### config.mk
export PLATFORM = sky130hd
export DESIGN_NAME = floor_controller
export DESIGN_NICKNAME = d
export VERILOG_FILES = /design/src/rtl/elevator_pkg.sv /design/src/rtl/request_latch.sv /design/src/rtl/request_queue.sv /design/src/rtl/dispatcher.sv /design/src/rtl/floor_controller.sv
export SDC_FILE = /design/constraint.sdc
export NUM_CORES = 1
export LEC_CHECK = 0
export BUFFER_PORTS_ARGS = -buffer_cell sky130_fd_sc_hd__buf_2
export CAP_MARGIN = 15
export CORE_MARGIN = 2
export CORE_UTILIZATION = 59
export DETAILED_ROUTE_END_ITERATION = 10
export PLACE_DENSITY = 0.8
export SLEW_MARGIN = 5
export SYNTH_ARGS = -nofsm -noshare
export SYNTH_HDL_FRONTEND = slang
export SYNTH_SLANG_ARGS = --single-unit
### constraint.sdc
create_clock -name clock -period 3.9 [get_ports clock]
set_input_delay 0.39 -clock clock [delete_from_list [all_inputs] [get_ports clock]]
set_output_delay 0.39 -clock clock [all_outputs]
set_load 0.02 [all_outputs]
### src/rtl/elevator_pkg.sv
// Floor numbers are 4 bits wide, so one car serves at most 16 floors, numbered from 0
package elevator_pkg;

    //////////////////////////////////////////////////////////////////////
    // Sizes
    //////////////////////////////////////////////////////////////////////

    // Width of a floor number on every port
    localparam int FLOOR_W = 4;

    // Largest floor count that FLOOR_W can address
    localparam int MAX_FLOORS = 16;

    // Defaults for the top-level parameters
    localparam int DEFAULT_NUM_FLOORS  = 11;
    localparam int DEFAULT_QUEUE_DEPTH = 16;

    //////////////////////////////////////////////////////////////////////
    // Encodings
    //////////////////////////////////////////////////////////////////////

    // Dispatcher states
    typedef enum logic [1:0] {
        DISPATCH_IDLE   = 2'd0,
        DISPATCH_TRAVEL = 2'd1,
        DISPATCH_ARRIVE = 2'd2
    } dispatch_state_t;

    // Travel direction toward the car
    typedef enum logic {
        DIR_DOWN = 1'b0,
        DIR_UP   = 1'b1
    } direction_t;

endpackage

### src/rtl/request_latch.sv
// Accepts one press per cycle, panel before call and lowest floor first; held buttons re-press
`timescale 1ns/1ns

module request_latch #(
    parameter int NUM_FLOORS = elevator_pkg::DEFAULT_NUM_FLOORS
) (
    input  logic                             clock,
    input  logic                             reset_n,
    input  logic [NUM_FLOORS-1:0]            floor_call_buttons,
    input  logic [NUM_FLOORS-1:0]            panel_buttons,
    input  logic [elevator_pkg::FLOOR_W-1:0] current_floor,
    input  logic                             power_switch,
    input  logic                             emergency_btn,
    input  logic                             queue_full,
    input  logic                             arrive,
    output logic [NUM_FLOORS-1:0]            call_button_lights,
    output logic [NUM_FLOORS-1:0]            panel_button_lights,
    output logic                             push,
    output logic [elevator_pkg::FLOOR_W-1:0] push_floor
);

    import elevator_pkg::*;

    logic                  accept_ok;
    logic [NUM_FLOORS-1:0] at_floor;
    logic [NUM_FLOORS-1:0] pick_mask;
    logic [NUM_FLOORS-1:0] clear_mask;
    logic [NUM_FLOORS-1:0] panel_ok;
    logic [NUM_FLOORS-1:0] call_ok;
    logic                  pick_panel;

    // New requests only with power on, no emergency and room in the queue
    assign accept_ok = power_switch && !emergency_btn && !queue_full;

    // One-hot decodes of the car position and of the chosen floor
    always_comb begin
        for (int i = 0; i < NUM_FLOORS; i++) begin
            at_floor[i]  = (current_floor == FLOOR_W'(i));
            pick_mask[i] = push && (push_floor == FLOOR_W'(i));
        end
    end

    // A lit lamp or the current floor makes a button ineligible
    assign panel_ok = panel_buttons & ~panel_button_lights & ~at_floor & {NUM_FLOORS{accept_ok}};
    assign call_ok  = floor_call_buttons & ~call_button_lights & ~at_floor & {NUM_FLOORS{accept_ok}};

    assign clear_mask = arrive ? at_floor : '0;

    //////////////////////////////////////////////////////////////////////
    // Priority pick
    //////////////////////////////////////////////////////////////////////

    // Later loops override, so panel beats call and low floors win
    always_comb begin
        push       = 1'b0;
        push_floor = '0;
        pick_panel = 1'b0;
        for (int i = NUM_FLOORS - 1; i >= 0; i--) begin
            if (call_ok[i]) begin
                push       = 1'b1;
                push_floor = FLOOR_W'(i);
            end
        end
        for (int i = NUM_FLOORS - 1; i >= 0; i--) begin
            if (panel_ok[i]) begin
                push       = 1'b1;
                push_floor = FLOOR_W'(i);
                pick_panel = 1'b1;
            end
        end
    end

    //////////////////////////////////////////////////////////////////////
    // Lamps
    //////////////////////////////////////////////////////////////////////

    always_ff @(posedge clock or negedge reset_n) begin
        if (!reset_n) begin
            call_button_lights  <= '0;
            panel_button_lights <= '0;
        end else if (!power_switch) begin
            // Power loss drops every pending request
            call_button_lights  <= '0;
            panel_button_lights <= '0;
        end else begin
            panel_button_lights <= (panel_button_lights & ~clear_mask)
                                 | (pick_panel ? pick_mask : '0);
            call_button_lights  <= (call_button_lights & ~clear_mask)
                                 | (pick_panel ? '0 : pick_mask);
        end
    end

    // The queue must never see a write it has no room for
    a_push_not_full: assert property (@(posedge clock) disable iff (!reset_n)
        push |-> !queue_full)
        else $error("request_latch: push while queue full");

    // Every queued floor maps to a real button
    a_push_floor_range: assert property (@(posedge clock) disable iff (!reset_n)
        push |-> (int'(push_floor) < NUM_FLOORS))
        else $error("request_latch: push_floor %0d out of range", push_floor);

endmodule

### src/rtl/request_queue.sv
// QUEUE_DEPTH must be at least 2; head_floor holds no meaning while queue_empty is high
`timescale 1ns/1ns

module request_queue #(
    parameter int QUEUE_DEPTH = elevator_pkg::DEFAULT_QUEUE_DEPTH
) (
    input  logic                             clock,
    input  logic                             reset_n,
    input  logic                             power_switch,
    input  logic                             push,
    input  logic [elevator_pkg::FLOOR_W-1:0] push_floor,
    input  logic                             pop,
    output logic [elevator_pkg::FLOOR_W-1:0] head_floor,
    output logic                             queue_empty,
    output logic                             queue_full
);

    import elevator_pkg::*;

    localparam int PTR_W = $clog2(QUEUE_DEPTH);
    localparam int CNT_W = $clog2(QUEUE_DEPTH + 1);

    logic [FLOOR_W-1:0] slots [QUEUE_DEPTH];
    logic [PTR_W-1:0]   wr_ptr;
    logic [PTR_W-1:0]   rd_ptr;
    logic [PTR_W-1:0]   rd_ptr_next;
    logic [CNT_W-1:0]   count;
    logic [CNT_W-1:0]   count_next;

    // Wrap for depths that are not a power of two
    function automatic logic [PTR_W-1:0] ptr_inc(input logic [PTR_W-1:0] ptr);
        if (ptr == PTR_W'(QUEUE_DEPTH - 1)) begin
            return '0;
        end
        return ptr + 1'b1;
    endfunction

    assign count_next  = count + CNT_W'(push) - CNT_W'(pop);
    assign rd_ptr_next = pop ? ptr_inc(rd_ptr) : rd_ptr;

    always_ff @(posedge clock) begin
        if (push) begin
            slots[wr_ptr] <= push_floor;
        end
    end

    //////////////////////////////////////////////////////////////////////
    // Pointers and flags
    //////////////////////////////////////////////////////////////////////

    always_ff @(posedge clock or negedge reset_n) begin
        if (!reset_n) begin
            wr_ptr      <= '0;
            rd_ptr      <= '0;
            count       <= '0;
            queue_empty <= 1'b1;
            queue_full  <= 1'b0;
        end else if (!power_switch) begin
            // Flush
            wr_ptr      <= '0;
            rd_ptr      <= '0;
            count       <= '0;
            queue_empty <= 1'b1;
            queue_full  <= 1'b0;
        end else begin
            if (push) begin
                wr_ptr <= ptr_inc(wr_ptr);
            end
            rd_ptr      <= rd_ptr_next;
            count       <= count_next;
            queue_empty <= (count_next == '0);
            queue_full  <= (count_next == CNT_W'(QUEUE_DEPTH));
        end
    end

    // Registered head: the pushed floor when the queue runs dry, else the next slot
    always_ff @(posedge clock) begin
        if (count == '0 || (pop && count == CNT_W'(1))) begin
            head_floor <= push_floor;
        end else if (pop) begin
            head_floor <= slots[rd_ptr_next];
        end
    end

    a_pop_not_empty: assert property (@(posedge clock) disable iff (!reset_n)
        pop |-> !queue_empty)
        else $error("request_queue: pop while empty");

    a_push_not_full: assert property (@(posedge clock) disable iff (!reset_n)
        push |-> !queue_full)
        else $error("request_queue: push while full");

endmodule

### src/rtl/dispatcher.sv
// One target at a time; direction is compared at the previous edge and lags a floor step by one cycle
`timescale 1ns/1ns

module dispatcher (
    input  logic                             clock,
    input  logic                             reset_n,
    input  logic                             power_switch,
    input  logic                             emergency_btn,
    input  logic [elevator_pkg::FLOOR_W-1:0] current_floor,
    input  logic                             elevator_moving,
    input  logic [elevator_pkg::FLOOR_W-1:0] head_floor,
    input  logic                             queue_empty,
    input  logic                             door_open_btn,
    input  logic                             door_close_btn,
    output logic                             pop,
    output logic                             arrive,
    output logic [elevator_pkg::FLOOR_W-1:0] elevator_floor_selector,
    output elevator_pkg::direction_t         direction_selector,
    output logic                             activate_elevator,
    output logic                             door_open_allowed,
    output logic                             door_close_allowed
);

    import elevator_pkg::*;

    dispatch_state_t state;
    dispatch_state_t state_next;
    logic            start;
    logic            at_target;
    logic            door_ok;

    // Take the oldest request once the car is idle and standing
    assign start = (state == DISPATCH_IDLE) && !queue_empty && power_switch
                && !emergency_btn && !elevator_moving;

    assign at_target = (current_floor == elevator_floor_selector) && !elevator_moving;

    assign pop    = start;
    assign arrive = (state == DISPATCH_ARRIVE);

    //////////////////////////////////////////////////////////////////////
    // State machine
    //////////////////////////////////////////////////////////////////////

    always_comb begin
        state_next = state;
        if (!power_switch) begin
            state_next = DISPATCH_IDLE;
        end else begin
            case (state)
                DISPATCH_IDLE: begin
                    if (start) begin
                        state_next = DISPATCH_TRAVEL;
                    end
                end
                DISPATCH_TRAVEL: begin
                    if (at_target) begin
                        state_next = DISPATCH_ARRIVE;
                    end
                end
                DISPATCH_ARRIVE: state_next = DISPATCH_IDLE;
                default:         state_next = DISPATCH_IDLE;
            endcase
        end
    end

    always_ff @(posedge clock or negedge reset_n) begin
        if (!reset_n) begin
            state                   <= DISPATCH_IDLE;
            elevator_floor_selector <= '0;
            direction_selector      <= DIR_DOWN;
            activate_elevator       <= 1'b0;
        end else begin
            state <= state_next;
            if (start) begin
                elevator_floor_selector <= head_floor;
                direction_selector      <= (head_floor > current_floor) ? DIR_UP : DIR_DOWN;
            end else if (state == DISPATCH_TRAVEL) begin
                direction_selector <= (elevator_floor_selector > current_floor) ? DIR_UP
                                                                                 : DIR_DOWN;
            end
            // Emergency holds the car but keeps the target
            activate_elevator <= (state_next == DISPATCH_TRAVEL) && !emergency_btn;
        end
    end

    //////////////////////////////////////////////////////////////////////
    // Door permits
    //////////////////////////////////////////////////////////////////////

    // Not while a dispatch is being issued this cycle
    assign door_ok = power_switch && !elevator_moving && !start
                  && (state == DISPATCH_IDLE || state == DISPATCH_ARRIVE);

    always_ff @(posedge clock or negedge reset_n) begin
        if (!reset_n) begin
            door_open_allowed  <= 1'b0;
            door_close_allowed <= 1'b0;
        end else begin
            door_open_allowed  <= door_ok && door_open_btn;
            // Open wins over close
            door_close_allowed <= door_ok && door_close_btn && !door_open_btn;
        end
    end

    // Doors stay shut whenever the car is driven
    a_door_exclusive: assert property (@(posedge clock) disable iff (!reset_n)
        !(door_open_allowed && door_close_allowed)
        && !(activate_elevator && (door_open_allowed || door_close_allowed)))
        else $error("dispatcher: door permit conflict");

    a_no_drive_unpowered: assert property (@(posedge clock) disable iff (!reset_n)
        !power_switch |=> !activate_elevator)
        else $error("dispatcher: car activated without power");

endmodule

### src/rtl/floor_controller.sv
// NUM_FLOORS may not exceed MAX_FLOORS; the car must report moving until it stands at a floor
`timescale 1ns/1ns

module floor_controller #(
    parameter int NUM_FLOORS  = elevator_pkg::DEFAULT_NUM_FLOORS,
    parameter int QUEUE_DEPTH = elevator_pkg::DEFAULT_QUEUE_DEPTH
) (
    input  logic                             clock,
    input  logic                             reset_n,
    input  logic [NUM_FLOORS-1:0]            floor_call_buttons,
    input  logic [NUM_FLOORS-1:0]            panel_buttons,
    input  logic                             door_open_btn,
    input  logic                             door_close_btn,
    input  logic                             emergency_btn,
    input  logic                             power_switch,
    input  logic [elevator_pkg::FLOOR_W-1:0] current_floor,
    input  logic                             elevator_moving,
    output logic [NUM_FLOORS-1:0]            call_button_lights,
    output logic [NUM_FLOORS-1:0]            panel_button_lights,
    output logic [elevator_pkg::FLOOR_W-1:0] elevator_floor_selector,
    output elevator_pkg::direction_t         direction_selector,
    output logic                             activate_elevator,
    output logic                             door_open_allowed,
    output logic                             door_close_allowed
);

    import elevator_pkg::*;

    // Latch to queue
    logic               push;
    logic [FLOOR_W-1:0] push_floor;
    logic               queue_full;

    // Queue to dispatcher and back
    logic [FLOOR_W-1:0] head_floor;
    logic               queue_empty;
    logic               pop;
    logic               arrive;

    request_latch #(
        .NUM_FLOORS(NUM_FLOORS)
    ) latch_i (
        .clock               (clock),
        .reset_n             (reset_n),
        .floor_call_buttons  (floor_call_buttons),
        .panel_buttons       (panel_buttons),
        .current_floor       (current_floor),
        .power_switch        (power_switch),
        .emergency_btn       (emergency_btn),
        .queue_full          (queue_full),
        .arrive              (arrive),
        .call_button_lights  (call_button_lights),
        .panel_button_lights (panel_button_lights),
        .push                (push),
        .push_floor          (push_floor)
    );

    request_queue #(
        .QUEUE_DEPTH(QUEUE_DEPTH)
    ) queue_i (
        .clock        (clock),
        .reset_n      (reset_n),
        .power_switch (power_switch),
        .push         (push),
        .push_floor   (push_floor),
        .pop          (pop),
        .head_floor   (head_floor),
        .queue_empty  (queue_empty),
        .queue_full   (queue_full)
    );

    dispatcher dispatch_i (
        .clock                   (clock),
        .reset_n                 (reset_n),
        .power_switch            (power_switch),
        .emergency_btn           (emergency_btn),
        .current_floor           (current_floor),
        .elevator_moving         (elevator_moving),
        .head_floor              (head_floor),
        .queue_empty             (queue_empty),
        .door_open_btn           (door_open_btn),
        .door_close_btn          (door_close_btn),
        .pop                     (pop),
        .arrive                  (arrive),
        .elevator_floor_selector (elevator_floor_selector),
        .direction_selector      (direction_selector),
        .activate_elevator       (activate_elevator),
        .door_open_allowed       (door_open_allowed),
        .door_close_allowed      (door_close_allowed)
    );

    a_floor_count: assert property (@(posedge clock) NUM_FLOORS <= MAX_FLOORS)
        else $error("floor_controller: NUM_FLOORS %0d above %0d", NUM_FLOORS, MAX_FLOORS);

endmodule

* Yosys cells after proc, flatten, opt, wreduce, memory -nomap -nowiden
Memories as Yosys holds them, arrays and structs flattened.
Index checks and enable logic that the tools add are counted.
** Operators by class
- Mux-type cells :: 87
- Magnitude comparators :: 2
- Bitwise logic cells :: 14
- Eq/ne operators :: 29
- Reduce and logical (&&, ||, !) cells :: 41
- Add/sub/neg operators :: 4
** Operators with widths (count)
- $mux 4 :: 32
- $and 11x11->11 :: 8
- $mux 11 :: 5
- $mux 1 :: 45
- $not 11->11 :: 4
- $eq 4x3->1 const B :: 8
- $eq 4x4->1 const B :: 8
- $logic_and 1x1->1 :: 26
- $or 11x11->11 :: 2
- $eq 4x2->1 const B :: 4
- $logic_not 5->1 :: 2
- $add 4x1->4 const B :: 2
- $eq 4x1->1 const B :: 2
- $gt 4x4->1 :: 2
- $logic_not 4->1 :: 2
- $logic_not 1->1 :: 6
- $mux 2 :: 3
- $add 5x1->5 :: 1
- $eq 5x1->1 const B :: 1
- $eq 5x5->1 const B :: 1
- $mux 5 :: 1
- $sub 5x1->5 :: 1
- $eq 2x1->1 const B :: 2
- $eq 4x4->1 :: 1
- 6 further kinds :: 8
** Word-level totals
- Memories :: 1
- RAM bits :: 64
- Output and inout port bits :: 30
- Bits of input ports :: 33
- Word-level logic and storage cells :: 192
- Register bits after elaboration :: 51
** Memories
- queue_i.slots :: depth 16, width 4, read ports 1, clocked after memory_dff 0, wr ports 1, line request_queue.sv:23 : logic [FLOOR_W-1:0] slots [QUEUE_DEPTH];

* Logic depth before layout (Yosys ltp)
Gate-level depths: netlist (run 1).
- Depth in word-level cells :: 31
- Mapped depth :: 15
- Gate-level depth less buffers :: 13

* Modules after synthesis
From an unflattened synthesis (run 1), not the netlist that was laid out.
** Second synthesis, totals
- Cell total of the unflattened synthesis :: 567
- Area total of the unflattened synthesis :: 6266.0 um2
** By module, submodules not included
- request_queue :: area an instance 3892.5 um2, times used 1, cells an instance 320
- request_latch :: area an instance 1742.9 um2, times used 1, cells an instance 189
- dispatcher :: area an instance 630.6 um2, times used 1, cells an instance 58

* Worst setup path before layout (run 1)
Ideal clock, no wire load.
- Path kind :: input -> register
- From :: input port current_floor[2] in the netlist's numbering
- To :: register queue_i.queue_empty
- Library setup time :: 0.073 ns
- Data required time :: 3.827 ns
- Data arrival time :: 3.657 ns
- Stages on the path :: 15
- Slack :: 0.170 ns
- Path through :: buf_2 -> o41a_1 -> a222oi_1 -> a41oi_1 -> or2_1 -> or3_4 -> buf_6 -> ha_1 -> fa_1 -> a21oi_1 -> nor2_1 -> nor2_1 -> xnor2_1 -> nor2_1 -> a21oi_1
** On the way
- Cells in the longest elaborated chain, start to end :: 30
- Elaborated cells on any way between the ends :: 42
- Those cells by class :: add/sub: 2; eq/ne: 10; mux: 23; bitwise: 5; reduce/logical: 2
** RTL lines
- start: declaration :: line floor_controller.sv:16 : input logic [elevator_pkg::FLOOR_W-1:0] current_floor,
- $eq 4x4->1 :: line request_latch.sv:38 : at_floor[i] = (current_floor == FLOOR_W'(i));
- $not 11->11 (*) :: line request_latch.sv:44, request_latch.sv:45
- $and 11x11->11 (2 in a row) :: line request_latch.sv:45 : assign call_ok = floor_call_buttons & ~call_button_lights & ~at_floor & {NUM_FLOORS{accept_ok}};
- $mux 1 (11 in a row) :: line request_latch.sv:59 : if (call_ok[i]) begin
- $mux 1 (10 in a row) :: line request_latch.sv:65 : if (panel_ok[i]) begin
- $mux 1 (*) :: line request_latch.sv:65
- $add 5x1->5 (*) :: line request_queue.sv:38 : assign count_next = count + CNT_W'(push) - CNT_W'(pop);
- $sub 5x1->5 (*) :: line request_queue.sv:38
- $logic_not 5->1 (*) :: line request_queue.sv:71 : queue_empty <= (count_next == '0);
- $mux 1 (*) :: line request_queue.sv:58 : end else if (!power_switch) begin
- end signal: assignment :: line request_queue.sv:71
- end: declaration :: line request_queue.sv:14 : output logic queue_empty,
Every way passes the cells marked *; elsewhere a longest branch is shown, timed or not.
A chain may end at the register's enable or synchronous reset.

* Worst setup path after layout (run 1)
- From :: input port current_floor[0] in the netlist's numbering
- To :: register queue_i.queue_empty
The elaborated chain is that of the path after synthesis.

==> results.json, run 1 <==
{
  "grt_pass1_wl_um": 24900,
  "timing.rr.start": "latch_i.panel_button_lights[3]",
  "drive_above_1_share_pct": 18.6,
  "fp.dieH_um": 104,
  "crit_top_cell": "nor2_1",
  "max_slew.worst_pin.slew_ns": 1.08,
  "synth-seq-cells": 115,
  "first_global_vias": 5034,
  "crit_path_max_incr_delay_ns": 0.55,
  "wl_met2_um": 7510,
  "placement_rows": 36,
  "crit_type": "in -> reg",
  "post_cts_resized": 0,
  "relSlewSlack_pct": 27.8,
  "reg2reg_depth": 13,
  "finalPower_uw": 4280,
  "yosys_warnings": 0,
  "grt_max_degree": 48,
  "track_usage_pct": 29.6,
  "rsz0062_at_grt": "no",
  "final_cell_mix": "nand2_1 (103), edfxtp_1 (68), buf_2 (62), dfrtp_1 (46), nor2_1 (35)",
  "syn-instance-count": 571,
  "num_vias": 4925,
  "multi_input_area_um2": 2470,
  "drt-initial-drc-count": 418,
  "dp_cells": 765,
  "synthArstFlopShare_pct": 40.9,
  "wl_met1_um": 6070,
  "cts_root_buf": "clkbuf_8",
  "cpMaxStageDelayCell": "or4b_1",
  "dp_hpwl_um": 10700,
  "r2r-end": "queue_i.queue_empty",
  "nNetsFinal": 706,
  "grt-ovfl-total": 0,
  "cpLargestDelayFamily": "simple AND/OR/NAND/NOR gates",
  "cp.required_ns": 4.35,
  "cts_tree": "done",
  "setup-violations-final": 0,
  "worst-path-stages": 14,
  "die-area_um2": 10800,
  "clock-sinks": 115,
  "antenna_found_initial": 0,
  "fin_setup_tns_ns": 0,
  "end_kind": "flop",
  "wire_per_inst_um": 19.2,
  "status": "complete, no violations",
  "highest_layer": "met4",
  "path_clk_slew_ns": 0.05,
  "start_kind": "input port",
  "diodes": 0,
  "avgSynthCellArea_um2": 10.3,
  "drv_slew": 0,
  "power_leakage_uw": 0.00291,
  "die_x_um": 104,
  "final_util_pct": 72.0,
  "io_buffers": 62,
  "timing.fmax_ghz": 0.289,
  "initial_core_util_pct": 60.6,
  "path_max_fanout": 12,
  "layout_min_cycle_time_ns": 3.47,
  "finalCritPeriodShare_pct": 88.9,
  "synth-edff-count": 68,
  "synthDistinctLibCells": 73,
  "synth_fp_nets": 624,
  "synth_ff_type": "edfxtp_1",
  "synth.cell_area_um2": 5900,
  "mostFrequentLayoutCell": "nand2_1",
  "powerDensity_nw_per_um2": 611,
  "syn_to_final_growth_pct": 18.7,
  "rrSetupSlack_ns": 0.52,
  "drv_cap": 0,
  "fillers": 730,
  "clock_latency_ns": 0.52,
  "max-vdd-ir-drop_mv": 0.387,
  "crit_chain": "buf_2, or4b_1, a222oi_1, a41oi_1, or2_1, or3_4, ha_1, fa_1, a21oi_1, nor2_1, nor2_1, xnor2_1, nor2_1, a21oi_1",
  "viasPerCell": 6.16,
  "cts_made_buffers": 17,
  "hold_violations": 0,
  "drc": 0,
  "gp_congestion": 0.944,
  "crit_start": "current_floor[0]",
  "worstPathArrival_ns": 3.91,
  "post_cts_buffers": 0,
  "hold_class": "in -> reg",
  "stdcell_count": 799,
  "dr.pass1.iters": 5,
  "path_buf_inv": 1,
  "ant_nets": 0,
  "htreeDepth": 4,
  "wl_met3_um": 1250,
  "ios": 63,
  "cp-endpoint": "queue_i.queue_empty",
  "wl_um": 15300,
  "regArea_um2": 3220,
  "fin_worst_skew_ns": 0.00732,
  "core_area_um2": 9730,
  "cts_buffer_depth": 2,
  "ys_seq_area_share_pct": 54.6
}
-- where the power goes --
group          internal, uW  switching, uW  total, uW
clock                   896            528       1420
sequential             1550            140       1690
combinational           423            736       1160
total                  2870           1400       4280
-- repair_timing --
action | in CTS | in global routing
setup endpoints to repair | 0 | 0
hold endpoints to repair | 0 | 17
hold buffers | 0 | 1
-- flip-flops by register name, summed over array words and instances, names as in the netlist, 2 cells and up --
register	flops
dispatch_i.elevator_floor_selector	4
dispatch_i.state	2
latch_i.call_button_lights	11
latch_i.panel_button_lights	11
queue_i.count	5
queue_i.head_floor	4
queue_i.rd_ptr	4
queue_i.slots	64
queue_i.wr_ptr	4
-- cells in the mapped netlist (all sizes together), types with 13 or more instances --
library cell / instances / area [um2]
clkbuf: 13 / 48.8
nand2: 103 / 387
nor2: 35 / 131
inv: 30 / 113
a21oi: 15 / 75.1
edfxtp: 68 / 2040
dfrtp: 46 / 1150
ha: 19 / 238
nand3: 32 / 160
o21ai: 23 / 115
-- routing by layer --
layer	vias to the layer above	GRT usage (%)
met5	-	0
li1	2258	-
met1	2354	36.3
met2	260	49.4
met3	53	8.83
met4	0	11.5
-- stage by stage --
stage	hold WS, ns	area (um2)	worst slack, ns
3_5_place_dp	0.473	6430	-0.000117
6_report	0.103	7000	0.434
4_1_cts	0.0860	6970	0.488
2_1_floorplan	0.0944	5900	0.170
3_3_place_gp	0.470	6430	0.147
5_1_grt	0.102	7000	0.265
-- worst min-delay path by stage --
stage	from	to	slack, ns	cells after the start
2_1_floorplan	reset_n	dispatch_i.activate_elevator	0.09	0
3_3_place_gp	queue_i.head_floor[3]	dispatch_i.elevator_floor_selector[3]	0.47	2
3_5_place_dp	queue_i.head_floor[2]	dispatch_i.elevator_floor_selector[2]	0.47	2
4_1_cts	emergency_btn	dispatch_i.activate_elevator	0.09	2
5_1_grt	emergency_btn	dispatch_i.activate_elevator	0.10	2
6_report	emergency_btn	dispatch_i.activate_elevator	0.10	2
-- logic make-up (layout without fill, tap and decap cells) --
group | after synthesis | in the layout | synth area share [%]
AOI/OAI and AO/OA | 110 | 110 | 13.2
buffers and inverters | 51 | 146 | 3.48
muxes | 6 | 6 | 1.02
DFF | 115 | 115 | 54.6
xor gates and xnor gates | 6 | 6 | 0.891
and+or+nand+nor | 263 | 263 | 22.5
adders and majority gates | 20 | 20 | 4.37
-- area by class of cell --
cell class / count / share of cell area [%]
clock buffers: 20 / 6.07
clock inverters: 12 / 1.64
inverters: 30 / 1.61
multi-input cells: 405 / 35.3
flip-flops and latches: 115 / 46.0
well taps: 133 / 2.38
repair buffers: 84 / 7.00
No activity file was read; power rests on OpenSTA's default activity.
==> run 2: changes to the inputs <==
- CORE_UTILIZATION: 59 -> 60
- CTS_BUF_LIST: not set -> sky130_fd_sc_hd__clkbuf_8
- PLACE_DENSITY: 0.8 -> 0.81
==> run 2 against run 1 <==
  * Worst setup slack worse by 0.046 ns
  * Critical path depth unchanged
  * Register-to-register slack about the same
  * Cell area down 1.5%
  * Final cell count up 0.88%
  * Count of clock-buffer cells in the layout down 3
  * Fmax down 1.3%
  * Wire length down 1.2%
  * Critical endpoint unchanged
  * Largest cell class unchanged
==> results.json, run 2 (same netlist as run 1, synthesis figures left out) <==
{
  "status": "complete, no violations",
  "pre_cts_ws_ns": 0.0165,
  "rsz0062_at_grt": "no",
  "dr.pass1.iters": 8,
  "die_x_um": 103,
  "timing.fmax_ghz": 0.285,
  "drv_cap": 0,
  "io_buffers": 62,
  "p_sw_share_pct": 35.5,
  "cts_hold_buf": 0,
  "viasPerCell": 6.01,
  "setup-violations-final": 0,
  "diodes": 0,
  "cts_root_buf": "clkbuf_8",
  "wire_per_inst_um": 18.8,
  "switchingPower_uw": 1370,
  "crit_chain": "buf_2, or4b_1, a222oi_1, a41oi_1, or2_1, or3_4, ha_1, fa_1, a21oi_1, nor2_1, nor2_1, xnor2_1, nor2_1, a21oi_1",
  "track_usage_pct": 30.7,
  "setup_ws_ns": 0.388,
  "die-area_um2": 10600,
  "fin_setup_tns_ns": 0,
  "largest_reg_flops": 64,
  "drv_slew": 0,
  "end_kind": "flop",
  "seqPwrFrac_pct": 43.8,
  "crit_path_max_incr_delay_ns": 0.59,
  "path_clk_slew_ns": 0.07,
  "final_cell_mix": "nand2_1 (103), edfxtp_1 (68), buf_2 (62), dfrtp_1 (46), nor2_1 (35)",
  "clock-sinks": 115,
  "mostFrequentLayoutCell": "nand2_1",
  "grt-ovfl-total": 0,
  "drt-initial-drc-count": 430,
  "antenna_found_initial": 0,
  "grt_max_degree": 48,
  "cp.required_ns": 4.26,
  "dp_hpwl_um": 11200,
  "grt_pass1_wl_um": 24400,
  "relSlewSlack_pct": 29.4,
  "clockPowerShare_pct": 26.1,
  "nNetsFinal": 713,
  "cts_tree": "done",
  "powerDensity_nw_per_um2": 561,
  "post_cts_buffers": 0,
  "finalCritPeriodShare_pct": 90.0,
  "fin_worst_skew_ns": 0.0122,
  "hold_violations": 0,
  "power_leakage_uw": 0.00286,
  "syn_to_final_growth_pct": 16.9,
  "comb_power_share_pct": 30.1,
  "crit_start": "current_floor[2]",
  "num_vias": 4845,
  "ios": 63,
  "top_register": "queue_i.slots",
  "power.internal_uw": 2490,
  "max-vdd-ir-drop_mv": 0.419,
  "ant_nets": 0,
  "max_slew.worst_pin.slew_ns": 1.06,
  "hp-start": "emergency_btn",
  "cts_made_buffers": 17,
  "crit_type": "in -> reg",
  "drive_above_1_share_pct": 20.2,
  "htreeDepth": 4,
  "post_cts_resized": 0,
  "path_max_fanout": 8,
  "timing.rr.start": "latch_i.panel_button_lights[0]",
  "start_kind": "input port",
  "fp.dieH_um": 103,
  "first_global_vias": 4755,
  "cts_buffer_depth": 2,
  "hold_class": "in -> reg",
  "worstPathArrival_ns": 3.87,
  "placement_rows": 36,
  "crit_top_cell": "nor2_1",
  "drc": 0,
  "cpMaxStageDelayCell": "or4b_1",
  "post-route-cell-area_um2": 6900,
  "core_area_um2": 9640,
  "reg_top3": "queue_i.slots: 64 flops, latch_i.call_button_lights: 11 flops, latch_i.panel_button_lights: 11 flops",
  "initial_core_util_pct": 61.2,
  "wl_um": 15200,
  "layout_min_cycle_time_ns": 3.51,
  "placed_area_um2": 6490,
  "gp_congestion": 0.963,
  "clock_latency_ns": 0.43
}
## run 2: worst max-delay path, delay by kind of cell
kind            cells  cell delay, ns
simple gates        6            1.54
fa+ha+maj           2            0.72
compound gates      4            0.91
buf+inv             1            0.14
xor+xnor            1            0.16
## run 2: layer usage
metal	wire length, um	global-route usage [%]	share of wire (%)
met1	6390	40.8	42
met2	7300	49.9	48
met3	1100	6.44	7.2
met4	378	12.3	2.5
met5	0	0	0
## run 2: path summary, 6_finish.rpt
path                                                    endpoint  slack, ns  depth (start not counted)
max                                          queue_i.queue_empty       0.39                         14
min                                 dispatch_i.activate_elevator       0.18                          2
max reg2reg                                  queue_i.queue_empty       0.52                         13
min reg2reg                dispatch_i.elevator_floor_selector[3]       0.52                          2
max in group asynchronous                    queue_i.queue_empty       2.89                          3
min in group asynchronous         latch_i.panel_button_lights[3]       0.43                          2
## run 2: power groups by stage
stage               Clock, uW  Combinational (uW)  Sequential (uW)
floorplan                   0                 750             1710
global placement            0                1090             1700
detailed placement          0                1150             1720
CTS                      1030                1150             1690
global route             1080                1310             1720
finish                   1010                1170             1690
## run 2: cell type report
class | instances | area, um2
Sequential cell | 115 | 3220
Fill cell | 750 | 2740
Multi-Input combinational cell | 405 | 2470
Timing Repair Buffer | 91 | 559
Clock buffer | 17 | 234
Tap cell | 133 | 166
Clock inverter | 15 | 130
Inverter | 30 | 113
## run 2: per-stage QoR
stage	hold slack, ns	power [uW]	std cells	utilization (%)
floorplan	0.0944	2460	571	-
global placement	0.490	2800	771	67.3
detailed placement	0.506	2860	771	67.3
CTS	0.160	3870	803	71.1
global route	0.185	4100	806	71.5
finish	0.177	3870	806	71.5
